==> src/design/obi_attr_pkg.sv <==
/* Widths, memory geometry and wait-state rule shared by the OBI segment.
   Word index is address bits 7:2; only the first MEM_WORDS indices are backed by storage. */
`default_nettype none

package obi_attr_pkg;

  // Bus widths
  localparam int ADDR_W = 8;
  localparam int DATA_W = 32;

  // Word index taken from the byte address, byte offset dropped
  localparam int WIDX_W = ADDR_W - 2;

  // Memory geometry and the slow region at the top of it
  localparam int MEM_WORDS = 16;
  localparam int MEM_AW    = $clog2(MEM_WORDS);
  localparam int SLOW_FROM = 8;
  localparam int SLOW_WAIT = 2;
  localparam int WAIT_W    = $clog2(SLOW_WAIT + 1);

  // Outstanding limit, also the depth of the tracker and the target queue
  localparam int MAX_OUTST = 2;
  localparam int CNT_W     = $clog2(MAX_OUTST + 1);

  // OBI protection attribute
  typedef logic [2:0] prot_t;

  // True when the word index falls inside the backed memory
  function automatic logic word_in_range(logic [WIDX_W-1:0] widx);
    return widx < WIDX_W'(MEM_WORDS);
  endfunction

  // Extra cycles a request spends at the head of the target queue
  // Out-of-range words answer at once, like the fast region
  function automatic logic [WAIT_W-1:0] wait_states(logic [WIDX_W-1:0] widx);
    if (word_in_range(widx) && widx >= WIDX_W'(SLOW_FROM)) begin
      return WAIT_W'(SLOW_WAIT);
    end
    return '0;
  endfunction

endpackage

`default_nettype wire

==> src/design/obi_if.sv <==
/* OBI request/grant plus rvalid, with prot as the only optional signal.
   No byte enables and no rready, so responses cannot be stalled. */
`default_nettype none

interface obi_if
  import obi_attr_pkg::*;
  ();

  // Request channel
  logic              req;
  logic              gnt;
  logic [ADDR_W-1:0] addr;
  logic              we;
  logic [DATA_W-1:0] wdata;
  prot_t             prot;

  // Response channel, one beat per rvalid cycle, in request order
  logic              rvalid;
  logic [DATA_W-1:0] rdata;
  logic              err;

  modport initiator (
    output req, addr, we, wdata, prot,
    input  gnt, rvalid, rdata, err
  );

  modport target (
    input  req, addr, we, wdata, prot,
    output gnt, rvalid, rdata, err
  );

  // Passive view for trackers and checkers
  modport monitor (
    input req, gnt, addr, we, wdata, prot, rvalid, rdata, err
  );

endinterface

`default_nettype wire

==> src/design/obi_initiator.sv <==
/* Holds a single command until granted and caps outstanding requests at MAX_OUTST.
   cmd_ready depends combinationally on gnt and rvalid of the same cycle. */
`default_nettype none

module obi_initiator
  import obi_attr_pkg::*;
  (
    input  logic              clk_i,
    input  logic              rst_ni,
    input  logic              cmd_valid,
    output logic              cmd_ready,
    input  logic [ADDR_W-1:0] cmd_addr,
    input  logic              cmd_we,
    input  logic [DATA_W-1:0] cmd_wdata,
    input  prot_t             cmd_prot,
    output logic              rsp_valid,
    output logic [DATA_W-1:0] rsp_rdata,
    output logic              rsp_err,
    obi_if.initiator          bus
  );

  logic              hold_valid_q;
  logic [ADDR_W-1:0] hold_addr_q;
  logic              hold_we_q;
  logic [DATA_W-1:0] hold_wdata_q;
  prot_t             hold_prot_q;
  logic [CNT_W-1:0]  outst_q;
  logic [CNT_W-1:0]  outst_d;
  logic              grant;
  logic              cmd_accept;

  // The held command is the request, so req rises on the accepting edge
  assign bus.req   = hold_valid_q;
  assign bus.addr  = hold_addr_q;
  assign bus.we    = hold_we_q;
  assign bus.wdata = hold_wdata_q;
  assign bus.prot  = hold_prot_q;

  assign grant = bus.req && bus.gnt;

  // Granted but not yet answered, after this cycle's grant and response
  assign outst_d = outst_q + CNT_W'(grant) - CNT_W'(bus.rvalid);

  // Accept into an empty or emptying register, and only while a grant of
  // the new command could not push the count past the limit
  assign cmd_ready  = (!hold_valid_q || grant) && (outst_d < CNT_W'(MAX_OUTST));
  assign cmd_accept = cmd_valid && cmd_ready;

  always_ff @(posedge clk_i or negedge rst_ni) begin
    if (!rst_ni) begin
      hold_valid_q <= 1'b0;
      outst_q      <= '0;
    end else begin
      outst_q <= outst_d;
      if (cmd_accept) begin
        hold_valid_q <= 1'b1;
      end else if (grant) begin
        hold_valid_q <= 1'b0;
      end
    end
  end

  // Payload only matters while hold_valid_q is set
  always_ff @(posedge clk_i) begin
    if (cmd_accept) begin
      hold_addr_q  <= cmd_addr;
      hold_we_q    <= cmd_we;
      hold_wdata_q <= cmd_wdata;
      hold_prot_q  <= cmd_prot;
    end
  end

  // Responses pass straight through, the target already zeroes rdata
  assign rsp_valid = bus.rvalid;
  assign rsp_rdata = bus.rdata;
  assign rsp_err   = bus.err;

  a_outst_limit: assert property (@(posedge clk_i) disable iff (!rst_ni)
    outst_q <= CNT_W'(MAX_OUTST));

  // OBI: a pending request may not change or drop before its grant
  a_req_stable: assert property (@(posedge clk_i) disable iff (!rst_ni)
    bus.req && !bus.gnt |=> bus.req && $stable({bus.addr, bus.we, bus.wdata, bus.prot}));

endmodule

`default_nettype wire

==> src/design/obi_attr_fifo.sv <==
/* Pairs each rvalid with the prot of the request it answers, for up to MAX_OUTST in flight.
   Relies on in-order responses; rsp_prot is zero outside rvalid cycles. */
`default_nettype none

module obi_attr_fifo
  import obi_attr_pkg::*;
  (
    input  logic   clk_i,
    input  logic   rst_ni,
    output prot_t  rsp_prot,
    obi_if.monitor mon
  );

  // Entry 0 is the oldest granted request
  prot_t            store_q [MAX_OUTST];
  prot_t            store_d [MAX_OUTST];
  logic [CNT_W-1:0] fill_q;
  logic [CNT_W-1:0] fill_d;
  logic             grant;

  assign grant = mon.req && mon.gnt;

  // A response retires the oldest entry before a grant in the same cycle
  // writes behind whatever is left
  always_comb begin
    store_d = store_q;
    fill_d  = fill_q;
    if (mon.rvalid) begin
      for (int i = 0; i < MAX_OUTST - 1; i++) begin
        store_d[i] = store_q[i+1];
      end
      fill_d = fill_d - 1'b1;
    end
    if (grant) begin
      for (int i = 0; i < MAX_OUTST; i++) begin
        if (CNT_W'(i) == fill_d) begin
          store_d[i] = mon.prot;
        end
      end
      fill_d = fill_d + 1'b1;
    end
  end

  always_ff @(posedge clk_i or negedge rst_ni) begin
    if (!rst_ni) begin
      fill_q <= '0;
    end else begin
      fill_q <= fill_d;
    end
  end

  always_ff @(posedge clk_i) begin
    store_q <= store_d;
  end

  // Read in the response cycle itself
  assign rsp_prot = mon.rvalid ? store_q[0] : '0;

  // The target's queue and the initiator's limit must keep the tracker in range
  a_no_overflow: assert property (@(posedge clk_i) disable iff (!rst_ni)
    !(grant && fill_q == CNT_W'(MAX_OUTST) && !mon.rvalid));

  a_no_underflow: assert property (@(posedge clk_i) disable iff (!rst_ni)
    mon.rvalid |-> fill_q != '0);

endmodule

`default_nettype wire

==> src/design/obi_mem_target.sv <==
/* 16-word OBI memory with a MAX_OUTST-slot request queue; memory clears on reset.
   Slow-region words hold the head for SLOW_WAIT extra cycles; out-of-range words answer err. */
`default_nettype none

module obi_mem_target
  import obi_attr_pkg::*;
  (
    input  logic  clk_i,
    input  logic  rst_ni,
    obi_if.target bus
  );

  typedef struct packed {
    logic [WIDX_W-1:0] widx;
    logic              we;
    logic [DATA_W-1:0] wdata;
  } slot_t;

  slot_t             queue_q [MAX_OUTST];
  slot_t             queue_d [MAX_OUTST];
  slot_t             head;
  logic [CNT_W-1:0]  cnt_q;
  logic [CNT_W-1:0]  cnt_d;
  logic [WAIT_W-1:0] wait_q;
  logic [WAIT_W-1:0] wait_d;
  logic [DATA_W-1:0] mem_q [MEM_WORDS];
  logic              head_ok;
  logic              push;
  logic              pop;

  assign head    = queue_q[0];
  assign head_ok = word_in_range(head.widx);

  // Head answers once its wait counter has run out
  assign pop = (cnt_q != '0) && (wait_q == '0);

  // Grant only against a pending request, and only with room in the queue
  // A slot retiring this cycle counts as room
  assign bus.gnt = bus.req && ((cnt_q != CNT_W'(MAX_OUTST)) || pop);
  assign push    = bus.req && bus.gnt;

  assign bus.rvalid = pop;
  assign bus.err    = pop && !head_ok;
  // Writes and errors return zero data
  assign bus.rdata  = (pop && head_ok && !head.we) ? mem_q[head.widx[MEM_AW-1:0]] : '0;

  always_comb begin
    queue_d = queue_q;
    cnt_d   = cnt_q;
    wait_d  = wait_q;
    if (pop) begin
      for (int i = 0; i < MAX_OUTST - 1; i++) begin
        queue_d[i] = queue_q[i+1];
      end
      cnt_d = cnt_d - 1'b1;
    end
    if (push) begin
      for (int i = 0; i < MAX_OUTST; i++) begin
        if (CNT_W'(i) == cnt_d) begin
          queue_d[i] = '{widx: bus.addr[ADDR_W-1:2], we: bus.we, wdata: bus.wdata};
        end
      end
      cnt_d = cnt_d + 1'b1;
    end
    // A new head arrives when the old one retires or the queue was empty,
    // and it starts with the wait count of its own region
    if ((pop || cnt_q == '0) && cnt_d != '0) begin
      wait_d = wait_states(queue_d[0].widx);
    end else if (wait_q != '0) begin
      wait_d = wait_q - 1'b1;
    end
  end

  always_ff @(posedge clk_i or negedge rst_ni) begin
    if (!rst_ni) begin
      cnt_q  <= '0;
      wait_q <= '0;
      mem_q  <= '{default: '0};
    end else begin
      cnt_q  <= cnt_d;
      wait_q <= wait_d;
      // Out-of-range writes are dropped
      if (pop && head.we && head_ok) begin
        mem_q[head.widx[MEM_AW-1:0]] <= head.wdata;
      end
    end
  end

  // Payload of the queue slots, shifted on pop and filled behind the last valid slot
  always_ff @(posedge clk_i) begin
    queue_q <= queue_d;
  end

  // A slow-region grant into an empty queue takes exactly SLOW_WAIT extra cycles
  a_slow_latency: assert property (@(posedge clk_i) disable iff (!rst_ni)
    push && cnt_q == '0 && wait_states(bus.addr[ADDR_W-1:2]) != '0
      |=> !bus.rvalid [*SLOW_WAIT] ##1 bus.rvalid);

endmodule

`default_nettype wire

==> src/design/obi_attr_top.sv <==
/* OBI segment: command front end, attribute tracker and memory target on one bus.
   At most MAX_OUTST commands are in flight; responses return in command order. */
`default_nettype none

module obi_attr_top
  import obi_attr_pkg::*;
  (
    input  logic              clk_i,
    input  logic              rst_ni,
    // Command port, valid/ready
    input  logic              cmd_valid,
    output logic              cmd_ready,
    input  logic [ADDR_W-1:0] cmd_addr,
    input  logic              cmd_we,
    input  logic [DATA_W-1:0] cmd_wdata,
    input  prot_t             cmd_prot,
    // Response port, one pulse per command
    output logic              rsp_valid,
    output logic [DATA_W-1:0] rsp_rdata,
    output logic              rsp_err,
    output prot_t             rsp_prot
  );

  obi_if bus_if ();

  obi_initiator u_initiator (
    .clk_i     (clk_i),
    .rst_ni    (rst_ni),
    .cmd_valid (cmd_valid),
    .cmd_ready (cmd_ready),
    .cmd_addr  (cmd_addr),
    .cmd_we    (cmd_we),
    .cmd_wdata (cmd_wdata),
    .cmd_prot  (cmd_prot),
    .rsp_valid (rsp_valid),
    .rsp_rdata (rsp_rdata),
    .rsp_err   (rsp_err),
    .bus       (bus_if.initiator)
  );

  // Tracker watches the same bus and supplies prot in the rvalid cycle
  obi_attr_fifo u_attr_fifo (
    .clk_i    (clk_i),
    .rst_ni   (rst_ni),
    .rsp_prot (rsp_prot),
    .mon      (bus_if.monitor)
  );

  obi_mem_target u_target (
    .clk_i  (clk_i),
    .rst_ni (rst_ni),
    .bus    (bus_if.target)
  );

endmodule

`default_nettype wire

==> config.mk <==
export PLATFORM = sky130hd
export DESIGN_NAME = obi_attr_top
export DESIGN_NICKNAME = d
export VERILOG_FILES = /design/src/design/obi_attr_pkg.sv /design/src/design/obi_if.sv /design/src/design/obi_initiator.sv /design/src/design/obi_attr_fifo.sv /design/src/design/obi_mem_target.sv /design/src/design/obi_attr_top.sv
export SDC_FILE = /design/constraint.sdc
export NUM_CORES = 1
export LEC_CHECK = 0
export BUFFER_PORTS_ARGS = -buffer_cell sky130_fd_sc_hd__buf_2
export CAP_MARGIN = 15
export CORE_MARGIN = 5
export CORE_UTILIZATION = 35
export DETAILED_ROUTE_END_ITERATION = 8
export PLACE_DENSITY = 0.5
export SKIP_LAST_GASP = 1
export SLEW_MARGIN = 40
export SYNTH_ARGS = -nofsm -noshare
export SYNTH_HDL_FRONTEND = slang
export SYNTH_HIERARCHICAL = 1
export SYNTH_SLANG_ARGS = --single-unit
==> constraint.sdc <==
create_clock -name clk_i -period 5.7 [get_ports clk_i]
set_clock_uncertainty 0.05 [all_clocks]
set_input_delay 1.14 -clock clk_i [delete_from_list [all_inputs] [get_ports clk_i]]
set_output_delay 1.14 -clock clk_i [all_outputs]
set_load 0.05 [all_outputs]
Word level (Yosys, flattened, before mapping)
Cells that the tools add are included.
Widths: inputs -> output; s select.
{ "classes": {"n_addsub": 7, "n_lt_le_gt_ge": 6, "eq_ne": 3, "n_mux": 28, "bitwise": 1, "reduce_logical": 30} }
{ "op_table": {"columns": ["op", "n"], "rows": [
  ["$bwmux 512", 1],
  ["$bmux 32 s4", 1],
  ["$demux 32 s4", 1],
  ["$mux 32", 4],
  ["$mux 39", 3],
  ["$mux 78", 1],
  ["$mux 2", 8],
  ["$logic_and 1x1->1", 13],
  ["$lt 6x5->1 const B", 2],
  ["$mux 3", 4],
  ["$reduce_bool 2->1", 5],
  ["$logic_not 2->1", 4],
  ["$ge 6x4->1 const B", 1],
  ["$mux 6", 1],
  ["$sub 2x1->2 const B", 3],
  ["$ge 5x5->1 const B", 1],
  ["$lt 5x1->1 const B", 1],
  ["$not 4->5", 1],
  ["$add 2x1->2 const B", 2],
  ["$eq 1x2->1 const A", 2],
  ["$mux 1", 4],
  ["$reduce_and 2->1", 2],
  ["$logic_not 1->1", 3],
  ["$logic_or 1x1->1", 3],
  ["other kinds (4)", 4]
]} }
{ "totals": {"reg_bits": 649, "in_bits": 47, "out_inout_bits": 38, "word_cells": 108} }

Longest topological paths before layout
Gate-level depths: netlist of run 1.
{ "depth": {"ltp_word": 12, "depth_mapped": 13, "ltp_nobuf": 12} }

By module
The synthesis of run 1 kept the hierarchy.
{ "by_module_without_submodules": {"columns": ["module", "n_inst", "cells_per_inst", "area_each_um2", "seq_area_each_um2"], "rows": [
  ["obi_mem_target", 1, 1667, 26261.4, 14864.3],
  ["obi_initiator", 1, 91, 1740.4, 1396.3],
  ["obi_attr_fifo", 1, 27, 401.6, 200.2]
]} }

Worst setup path after synthesis of run 1
No wires, ideal clock.
{ "synth_timing": {"path_type": "reg2reg", "from": "reg u_target.cnt_q[0]", "to": "reg u_initiator.hold_addr_q[0] (netlist: u_initiator/bus.addr[0]), enable pin", "arrival_ns": 4.087, "t_required_ns": 5.212, "slack_ns": 1.125, "path_stages_with_launch": 12, "n_path_buf": 1, "period_less_slack_ns": 4.575, "cell_sequence": "dfrtp_1 -> inv_1 -> ha_1 -> nand2b_1 -> clkbuf_1 -> a21boi_0 -> nand2_1 -> ha_1 -> inv_1 -> ha_1 -> xor3_2 -> nor3_2"} }
{ "synth_via": {"elab_chain_cells": 10, "word_cells_on_any_way": 12, "classes_between": "2 x add/sub; 1 x order compare; 1 x eq/ne; 8 x reduce/logical"} }
{ "synth_lines": {"columns": ["element", "line", "source"], "rows": [
  ["from (decl)", "obi_mem_target.sv:22", "logic [CNT_W-1:0] cnt_q;"],
  ["from (signal assigned)", "obi_mem_target.sv:80", "cnt_q <= cnt_d;"],
  ["$reduce_bool 2->1", "obi_mem_target.sv:35", "assign pop = (cnt_q != '0) && (wait_q == '0);"],
  ["$logic_and 1x1->1", "obi_mem_target.sv:35", null],
  ["$logic_or 1x1->1 (*)", "obi_mem_target.sv:39", "assign bus.gnt = bus.req && ((cnt_q != CNT_W'(MAX_OUTST)) || pop);"],
  ["$logic_and 1x1->1 (*)", "obi_mem_target.sv:39", null],
  ["via bus_if.gnt", "obi_if.sv:11", "logic gnt;"],
  ["$logic_and 1x1->1 (*)", "obi_initiator.sv:39", "assign grant = bus.req && bus.gnt;"],
  ["$add 2x1->2 (*)", "obi_initiator.sv:42", "assign outst_d = outst_q + CNT_W'(grant) - CNT_W'(bus.rvalid);"],
  ["$sub 2x1->2 (*)", "obi_initiator.sv:42", null],
  ["via u_initiator.outst_d[1]", "obi_initiator.sv:28", "logic [CNT_W-1:0] outst_d;"],
  ["$lt 2x2->1 (*)", "obi_initiator.sv:46", "assign cmd_ready = (!hold_valid_q || grant) && (outst_d < CNT_W'(MAX_OUTST));"],
  ["$logic_and 1x1->1 (*)", "obi_initiator.sv:46", null],
  ["$logic_and 1x1->1 (*)", "obi_initiator.sv:47", "assign cmd_accept = cmd_valid && cmd_ready;"],
  ["via u_initiator.cmd_accept", "obi_initiator.sv:30", "logic cmd_accept;"],
  ["to (signal assigned)", "obi_initiator.sv:66", "hold_addr_q <= cmd_addr;"],
  ["to (decl)", "obi_initiator.sv:23", "logic [ADDR_W-1:0] hold_addr_q;"]
]} }
The timed path passes the listed nets; every way through them passes the cells marked *.
A chain may end at the register's enable or synchronous reset.

Worst setup path in the final report of run 1
{ "layout_timing": {"from": "reg u_target.queue_q (netlist bit u_target/head[33])", "to": "out rsp_rdata[31]"} }
{ "layout_via": {"elab_chain_cells": 5, "word_cells_on_any_way": 8, "classes_between": "1 x order compare; 4 x mux; 1 x bitwise; 2 x reduce/logical"} }
{ "layout_lines": {"columns": ["element", "line", "source"], "rows": [
  ["from (decl)", "obi_mem_target.sv:19", "slot_t queue_q [MAX_OUTST];"],
  ["from (signal assigned)", "obi_mem_target.sv:91", "queue_q <= queue_d;"],
  ["$not 4->5 (not written as such)", "obi_mem_target.sv:45", "assign bus.rdata = (pop && head_ok && !head.we) ? mem_q[head.widx[MEM_AW-1:0]] : '0;"],
  ["$bmux 32 s4", "obi_mem_target.sv:45", null],
  ["$mux 32 (not written as such) (2 in a row)", "obi_mem_target.sv:45", null],
  ["$mux 32 (*)", "obi_mem_target.sv:45", null],
  ["to (decl)", "obi_attr_top.sv:19", "output logic [DATA_W-1:0] rsp_rdata,"]
]} }
Mark *: on every way between the ends. The rest lies on a longest branch, timed or not. The select of a mux whose other input is x is not followed.

==> reports/metrics.yaml, run 1 <==
worst_setup_path:
  cp_max_fo: 33
  crit_required_ns: 4.51
  crit_arrival_ns: 3.46
  r2r_cells: 9
  r2r_end: "u_target/mem_q[500]"
  startpoint_type: "register"
  r2r_slack_ns: 1.86
  critPathKind: "register to output port"
  r2r_start: "u_target/cnt_q[0]"
  crit_path_end_kind: "output port"
finish:
  fillCellCount: 7337
  syn_to_final_growth_pct: 14.4
  drive_above_1_share_pct: 37.9
  fin_cells: 2939
  fin_nets: 1875
route:
  drt_iter0_drc: 820
  drt-total-wl_mm: 70.4
  drt-wirelength-per-cell_um: 24.0
  firstDrtPassIters: 5
  vias: 15200
  viasPerCell: 5.17
  ant_nets: 0
  drcViolationCount: 0
sta:
  slew_viol_final: 0
  finalCritPeriodShare_pct: 81.6
  setup_viol: 0
  relSlewSlack_pct: 45.3
  finalSetupTns_ns: 0
  whs_ns: 0.376
  rsz0062_at_grt: "false"
  finalHoldViolCount: 0
  tightest_slew_ns: 0.818
  fmax_ghz: 0.215
  fin_crit_ns: 4.65
cts:
  clk_pin_slew_ns: 0.06
  post_cts_buffers: 0
  numClockSinks: 647
  cts_buffers: 76
  htree_levels: 3
  cts_resized: 0
  clock_latency_ns: 0.62
  cts_hold_buf: 0
  cts_tree: "yes"
  cts_root_buf: "clkbuf_16"
  cts_max_path_buffers: 3
global_routing:
  gr-usage-met3_pct: 2.77
  use_met2_pct: 26.2
  grt_busiest_layer: "met2"
  gr-total-overflow: 0
  grtUsageTotal_pct: 16.4
  met1_usage_pct: 23.7
  antenna_found_initial: 0
  grt_pass1_vias: 16700
  grt_pass1_wl_mm: 108
  grt_max_degree: 140
power:
  peakVddDrop_v: 0.000394
  cellPowerDensity_mw_per_mm2: 543
  p_leak_nw: 14.9
  power.total_mw: 17.6
floorplanning:
  fp.dieH_um: 295
  dieArea_mm2: 0.0868
  ioPinCount: 85
  core.rowCount: 104
  fp.dieW_um: 295
  start_util_pct: 35.2
  coreArea_mm2: 0.0804
synth:
  avgSynthCellArea_um2: 15.9
  netlist_area_mm2: 0.0283
  synthCells: 1783
  synth_nets: 1838
  yosysWarnings: 6
job:
  maxCapViolations: 0
outcome:
  status: "finished, final reports clean"
placed_design:
  portBuffers: 82
  place_inst: 2800
  hpwl_mm: 41.7
  place.gp.congestion: 0.701
min_path:
  hold_path.class: "input port to asynchronous set/reset pin"
==> final cells by class <==
cell class / instances / area [µm²] / share of cell area [%]
clock buffer: 108 / 2170 / 6.70
clock inverter: 28 / 330 / 1.02
tap: 1060 / 1330 / 4.09
sequential: 647 / 16400 / 50.6
inverter: 10 / 37.5 / 0.116
antenna: 1 / 2.50 / 0.00772
multi-input combinational: 948 / 11100 / 34.2
timing repair buffer: 137 / 1040 / 3.22
==> how the worst max path moves through the flow <==
| stage | to | cells past startpoint | slack [ns] | from |
|---|---|---|---|---|
| 2_1_floorplan | u_initiator/bus.addr[2] | 11 | 1.20 | u_target/cnt_q[0] |
| 3_3_place_gp | rsp_rdata[6] | 5 | 1.27 | u_target/head[33] |
| 3_5_place_dp | rsp_rdata[25] | 7 | 1.62 | u_target/head[33] |
| 4_1_cts | rsp_rdata[25] | 7 | 0.93 | u_target/head[33] |
| 5_1_grt | rsp_rdata[31] | 7 | 0.88 | u_target/head[33] |
| 6_report | rsp_rdata[31] | 7 | 1.05 | u_target/head[33] |
==> layout by cell type, fill, tap and decap left out, drive strengths merged, types with 2 or more instances in the layout <==
cell      count
nor2b        34
nand2        87
a211oi        2
mux4        160
nor3          8
and2          4
a31oi        39
ha            8
clkbuf      108
dfrtp       521
mux2i         2
xnor2         4
dfxtp        42
clkinvlp      2
mux2        519
or3           3
nor2         52
edfxtp       84
clkinv       17
inv          13
and3          2
nand2b        3
bufinv        6
buf         137
==> worst max-delay path: stages (launching register included) <==
cell     delay, ns
dfxtp_4       0.43
buf_12        0.26
buf_12        0.25
buf_12        0.33
mux4_2        0.56
mux4_2        0.57
nor2b_1       0.16
buf_2         0.23
==> through the flow <==
| step | worst slack (ns) | cell area [µm²] | utilization [%] |
|---|---|---|---|
| after floorplan | 1.20 | 28300 | - |
| after global placement | 1.27 | 29800 | 37.0 |
| after detailed placement | 1.62 | 29900 | 37.1 |
| after CTS | 0.932 | 32400 | 40.2 |
| after global routing | 0.884 | 32400 | 40.3 |
| final | 1.05 | 32400 | 40.3 |
==> sequential cells by signal, summed over array words and instances (netlist names) <==
signal	cells
u_target/mem_q	512
u_target/head	39
u_target/queue_q	39
u_initiator/bus.wdata	32
u_attr_fifo/store_q	6
u_initiator/bus.addr	6
u_initiator/bus.prot	3
u_attr_fifo/fill_q	2
u_initiator/outst_q	2
u_target/cnt_q	2
u_target/wait_q	2
u_initiator/bus.req	1
u_initiator/bus.we	1
==> power breakdown <==
part,switching [mW],total [mW],leakage (nW),internal (mW)
logic,2.50,4.98,5.41,2.48
registers,1.36,7.77,8.26,6.41
clock network,1.93,4.86,1.23,2.93
==> routing by layer <==
metal	vias up	wire, µm
met2	226	33200
met5	-	0
met4	0	1380
li1	6619	-
met1	8238	33000
met3	101	2850
No activity file was read; power rests on OpenSTA's default activity.
==> run 2: changes to the inputs <==
clock period = 4.4 ns   (was 5.7 ns; I/O delays follow)
==> reports/metrics.yaml, run 2 (same netlist as run 1, synthesis figures left out) <==
cts:
  cts_resized: 0  # unchanged
  htree_levels: 3  # unchanged
  cts_max_path_buffers: 3  # unchanged
  cts_hold_buf: 0  # unchanged
  clock_latency_ns: 0.61  # about the same
  cts_tree: "yes"
  numClockSinks: 647  # unchanged
  cts_buffers: 76  # unchanged
  post_cts_buffers: 0  # unchanged
  cts_root_buf: "clkbuf_16"
  clk_pin_slew_ns: 0.05  # about the same
floorplanning:
  core.rowCount: 104  # unchanged
  fp.dieH_um: 295  # unchanged
  ioPinCount: 85  # unchanged
  fp.dieW_um: 295  # unchanged
  dieArea_mm2: 0.0868  # unchanged
  coreArea_mm2: 0.0804  # unchanged
  start_util_pct: 35.2  # unchanged
finish:
  top_register: "u_target/mem_q"
  final-seq-area_mm2: 0.0164  # about the same
  multi_input_comb_area_mm2: 0.0111  # about the same
  fillCellCount: 7362  # +0.34%
  largest_reg_flops: 512  # unchanged
  post-route-util_pct: 40.8  # +0.50 points
  drive_above_1_share_pct: 38.3  # +0.40 points
  syn_to_final_growth_pct: 15.8
  antenna_cells: 0  # -1
  mostFrequentLayoutCells: "dfrtp_1 (521), mux2_2 (265), mux2_1 (254)"
  final_common_cell: "dfrtp_1"
  fin_nets: 1880  # +0.27%
route:
  vias: 15200  # +0.38%
  drt_iter0_drc: 949  # +16%
  ant_nets: 0  # unchanged
  drt-total-wl_mm: 71.2  # +1.1%
  drcViolationCount: 0  # unchanged
  drt-wirelength-per-cell_um: 24.2  # +0.85%
  viasPerCell: 5.17  # +0.10%
  firstDrtPassIters: 5  # unchanged
global_routing:
  gr-total-overflow: 0  # unchanged
  grt_pass1_vias: 16900  # +1.4%
  grt_busiest_layer: "met2"
  gr-usage-met3_pct: 2.56  # -0.21 points
  use_met2_pct: 27.0  # +0.83 points
  grt_pass1_wl_mm: 110  # +1.6%
  grt_max_degree: 105  # -25%
  antenna_found_initial: 0  # unchanged
  grtUsageTotal_pct: 16.6  # +0.24 points
  met1_usage_pct: 23.7  # +0.080 points
worst_setup_path:
  startpoint_type: "register"
  critPathKind: "register to output port"
  crit_path_end_kind: "output port"
  r2r_start: "u_target/cnt_q[0]"
  r2r_end: "u_target/wait_q[1]"
  crit_path_start: "u_target/head[33]"
  crit_arrival_ns: 3.26  # -0.20 ns
  crit_required_ns: 3.47  # -1.04 ns
  r2r_slack_ns: 0.80  # -1.06 ns
  r2r_cells: 12  # +3
  cp_max_fo: 40  # +21%
sta:
  relSlewSlack_pct: 46.9  # +1.6 points
  finalHoldViolCount: 0  # unchanged
  fin_crit_ns: 4.19
  finalCritPeriodShare_pct: 95.2
  rsz0062_at_grt: "false"
  setup_viol: 0  # unchanged
  tightest_slew_ns: 0.797  # -0.0208 ns
  finalSetupTns_ns: 0  # unchanged
  fmax_ghz: 0.239
  whs_ns: 0.202  # -0.174 ns
  slew_viol_final: 0  # unchanged
power:
  p_leak_nw: 15.1  # +0.96%
  peakVddDrop_v: 0.000318  # -19%
  cellPowerDensity_mw_per_mm2: 704  # +30%
job:
  maxCapViolations: 0  # unchanged
placed_design:
  place.gp.congestion: 0.713  # +1.8%
  hpwl_mm: 41.4  # -0.68%
  portBuffers: 82  # unchanged
outcome:
  status: "finished, final reports clean"
min_path:
  hold_path.class: "input port to asynchronous set/reset pin"
run 2: changes by cell type in the layout (fill, tap and decap cells not counted), moves of 3 or more:
cell / delta
clkbuf_16: +3
buf_2: -15
clkbuf_8: +8
buf_12: +21
run 2: final cells by class:
cell class / instances / share of cell area (%)
Clock buffer: 119 / 7.19
Clock inverter: 21 / 0.728
Inverter: 10 / 0.114
Multi-Input combinational cell: 948 / 33.8
Sequential cell: 647 / 50.0
Tap cell: 1060 / 4.04
Timing Repair Buffer: 142 / 4.11
run 2: how the worst max path moves through the flow:
stage | endpoint | slack, ns
floorplan | cmd_ready | 0.45
global placement | rsp_rdata[27] | 0.34
detailed placement | cmd_ready | 0.67
global route | cmd_ready | 0.01
CTS | cmd_ready | 0.007
finish | rsp_rdata[15] | 0.21
run 2: per-stage QoR:
step	worst slack (ns)	std cells	area [µm²]	power (mW)
after detailed placement	0.672	2807	30200	16.9
final	0.211	2947	32800	23.1
after CTS	0.00722	2947	32800	23.4
after global routing	0.0124	2947	32800	24.5
after floorplan	0.451	1783	28300	14.4
after global placement	0.336	2803	30100	16.6
run 2: metal layers:
layer / wire [µm] / vias up
li1: - / 6605
met1: 33700 / 8353
met2: 34100 / 211
met3: 2240 / 72
met4: 1130 / 0
met5: 0 / -
run 2: report_power, final:
part	internal, mW	switching [mW]
Clock	3.93	2.50
Sequential	8.30	1.79
Combinational	3.32	3.26
run 2: critical path, cell delays in order (launching register included):
cell and delay, ns:
dfxtp_4 0.75, buf_12 0.42, mux4_2 0.58, mux4_2 0.50, nor2b_1 0.15, buf_2 0.21
==> run 3: changes to the inputs <==
CORE_MARGIN = 8   (was 5)
==> reports/metrics.yaml, run 3 (same netlist as run 1, synthesis figures left out) <==
finish:
  largest_reg_flops: 512  # unchanged
  final_common_cell: "dfrtp_1"
  antenna_cells: 0  # unchanged
  mostFrequentLayoutCells: "dfrtp_1 (521), mux2_2 (265), mux2_1 (254)"
  syn_to_final_growth_pct: 15.4
  top_register: "u_target/mem_q"
  fin_nets: 1884  # +0.21%
  drive_above_1_share_pct: 38.0  # -0.27 points
sta:
  slew_viol_final: 0  # unchanged
  rsz0062_at_grt: "false"
  fin_crit_ns: 4.07  # -0.121 ns
  layout_setup_ws_ns: 0.333  # +0.121 ns
  fmax_ghz: 0.246  # +3.0%
  tightest_slew_ns: 0.744  # -0.0527 ns
  finalHoldViolCount: 0  # unchanged
  setup_viol: 0  # unchanged
  finalSetupTns_ns: 0  # unchanged
  relSlewSlack_pct: 50.2  # +3.3 points
  finalCritPeriodShare_pct: 92.4  # -2.8 points
placed_design:
  dpl_worst_slack_ns: 0.686  # +0.0136 ns
  portBuffers: 82  # unchanged
  place.gp.congestion: 0.701  # -1.8%
  hpwl_mm: 41.7  # +0.76%
cts:
  htree_levels: 3  # unchanged
  cts_root_buf: "clkbuf_16"
  cts_buffers: 76  # unchanged
  clock_latency_ns: 0.62  # about the same
  cts_tree: "yes"
  numClockSinks: 647  # unchanged
  clk_pin_slew_ns: 0.05  # about the same
  cts_max_path_buffers: 3  # unchanged
power:
  combPwrFrac_pct: 28.6  # about the same
  netSwitchingFraction_pct: 33.0  # +0.35 points
  cellPowerDensity_mw_per_mm2: 698  # -0.86%
  switchingPower_mw: 7.54  # -0.19%
  seq_power_share_pct: 44.3  # +0.6 points
  power.total_mw: 22.8  # -1.2%
  p_int_mw: 15.3  # -1.7%
  clkPwrFrac_pct: 27.1  # -0.7 points
  p_leak_nw: 15.0  # -0.32%
  peakVddDrop_v: 0.000349  # +9.7%
floorplanning:
  start_util_pct: 35.2  # unchanged
  coreArea_mm2: 0.0804  # unchanged
  ioPinCount: 85  # unchanged
  core.rowCount: 104  # unchanged
  fp.dieW_um: 301  # +2.0%
  dieArea_mm2: 0.0903  # +4.1%
  fp.dieH_um: 301  # +2.0%
worst_setup_path:
  worstSetupEndpoint: "rsp_rdata[4]"
  critPathKind: "register to output port"
  crit_path_start: "u_target/head[33]"
  r2r_end: "u_target/wait_q[1]"
  r2r_start: "u_target/cnt_q[0]"
  crit_path_end_kind: "output port"
  startpoint_type: "register"
  crit_arrival_ns: 3.14  # -0.12 ns
  cp_max_fo: 17  # -57%
  crit_required_ns: 3.47  # about the same
  r2r_slack_ns: 0.85  # +0.05 ns
  r2r_cells: 12  # unchanged
min_path:
  hold_path.class: "input port to asynchronous set/reset pin"
route:
  vias: 15400  # +0.88%
  drt_iter0_drc: 765  # -19%
  viasPerCell: 5.21  # +0.78%
  drt-wirelength-per-cell_um: 24.2  # +0.11%
  ant_nets: 0  # unchanged
  drt-total-wl_mm: 71.4  # +0.21%
  drcViolationCount: 0  # unchanged
  firstDrtPassIters: 4  # -1
global_routing:
  gr-total-overflow: 0  # unchanged
  grt_pass1_vias: 16900  # -0.27%
  grt_pass1_wl_mm: 110  # +0.44%
  antenna_found_initial: 1  # +1
  grt_max_degree: 118  # +12%
  grtUsageTotal_pct: 16.0  # -0.66 points
outcome:
  status: "finished, final reports clean"
job:
  maxCapViolations: 0  # unchanged
run 3: cell types whose count changed in the layout (fill, tap and decap cells not counted), moves of 4 or more:
cell,before,now
buf_4,39,46
clkinv_1,0,11
clkbuf_8,21,14
clkbuf_1,18,14
run 3: area by class of cell:
class,instances,area (µm²)
fillers,7363,47700
flip-flops and latches,647,16400
multi-input cells,948,11100
clock buffers,106,2200
repair buffers,146,1360
well taps,1060,1330
clock inverters,33,268
inverters,10,37.5
run 3: power groups by stage:
stage	clock network (mW)	registers, mW	logic (mW)
floorplan	0	9.14	5.30
global placement	0	10.2	6.37
detailed placement	0	10.3	6.59
CTS	6.39	10.1	6.69
global route	6.60	10.5	7.12
finish	6.17	10.1	6.53
run 3: metrics by stage:
step / cell area [µm²] / instances / hold WS [ns] / utilization [%]
5_1_grt: 32700 / 2950 / 0.0968 / 40.7
6_report: 32700 / 2950 / 0.105 / 40.7
3_5_place_dp: 30200 / 2809 / 0.387 / 37.5
3_3_place_gp: 30200 / 2808 / 0.382 / 37.5
2_1_floorplan: 28300 / 1783 / 0.370 / -
4_1_cts: 32700 / 2949 / 0.296 / 40.6
run 3: worst min-delay path by stage:
stage | cells past startpoint | slack, ns | to
after detailed placement | 0 | 0.39 | u_attr_fifo/store_q[0]
after CTS | 1 | 0.30 | u_target/mem_q[504]
after global routing | 1 | 0.1 | u_target/mem_q[472]
final | 1 | 0.11 | u_target/mem_q[504]
after global placement | 0 | 0.38 | u_attr_fifo/store_q[2]
after floorplan | 0 | 0.37 | u_attr_fifo/store_q[2]
run 3: metal layers:
| metal | share of wire (%) | track usage, % | up-vias | wire (µm) |
|---|---|---|---|---|
| li1 | - | - | 6638 | - |
| met1 | 46 | 21.9 | 8388 | 33000 |
| met2 | 48 | 25.8 | 235 | 34100 |
| met3 | 3.7 | 3.27 | 114 | 2680 |
| met4 | 2.4 | 4.28 | 0 | 1680 |
| met5 | 0 | 0 | - | 0 |
run 3: what timing repair did:
action / 4_1_cts / 5_1_grt
gates cloned: 0 / 0
setup buffers: 1 / 0
setup endpoints to repair: 1 / 1
gates resized for setup: 0 / 1
hold buffers: 0 / 0
run 3: worst max-delay path, stage by stage (launching register included):
cell and delay, ns:
dfxtp_4 0.66, buf_4 0.40, mux4_2 0.56, mux4_2 0.52, nor2b_1 0.16, buf_2 0.22
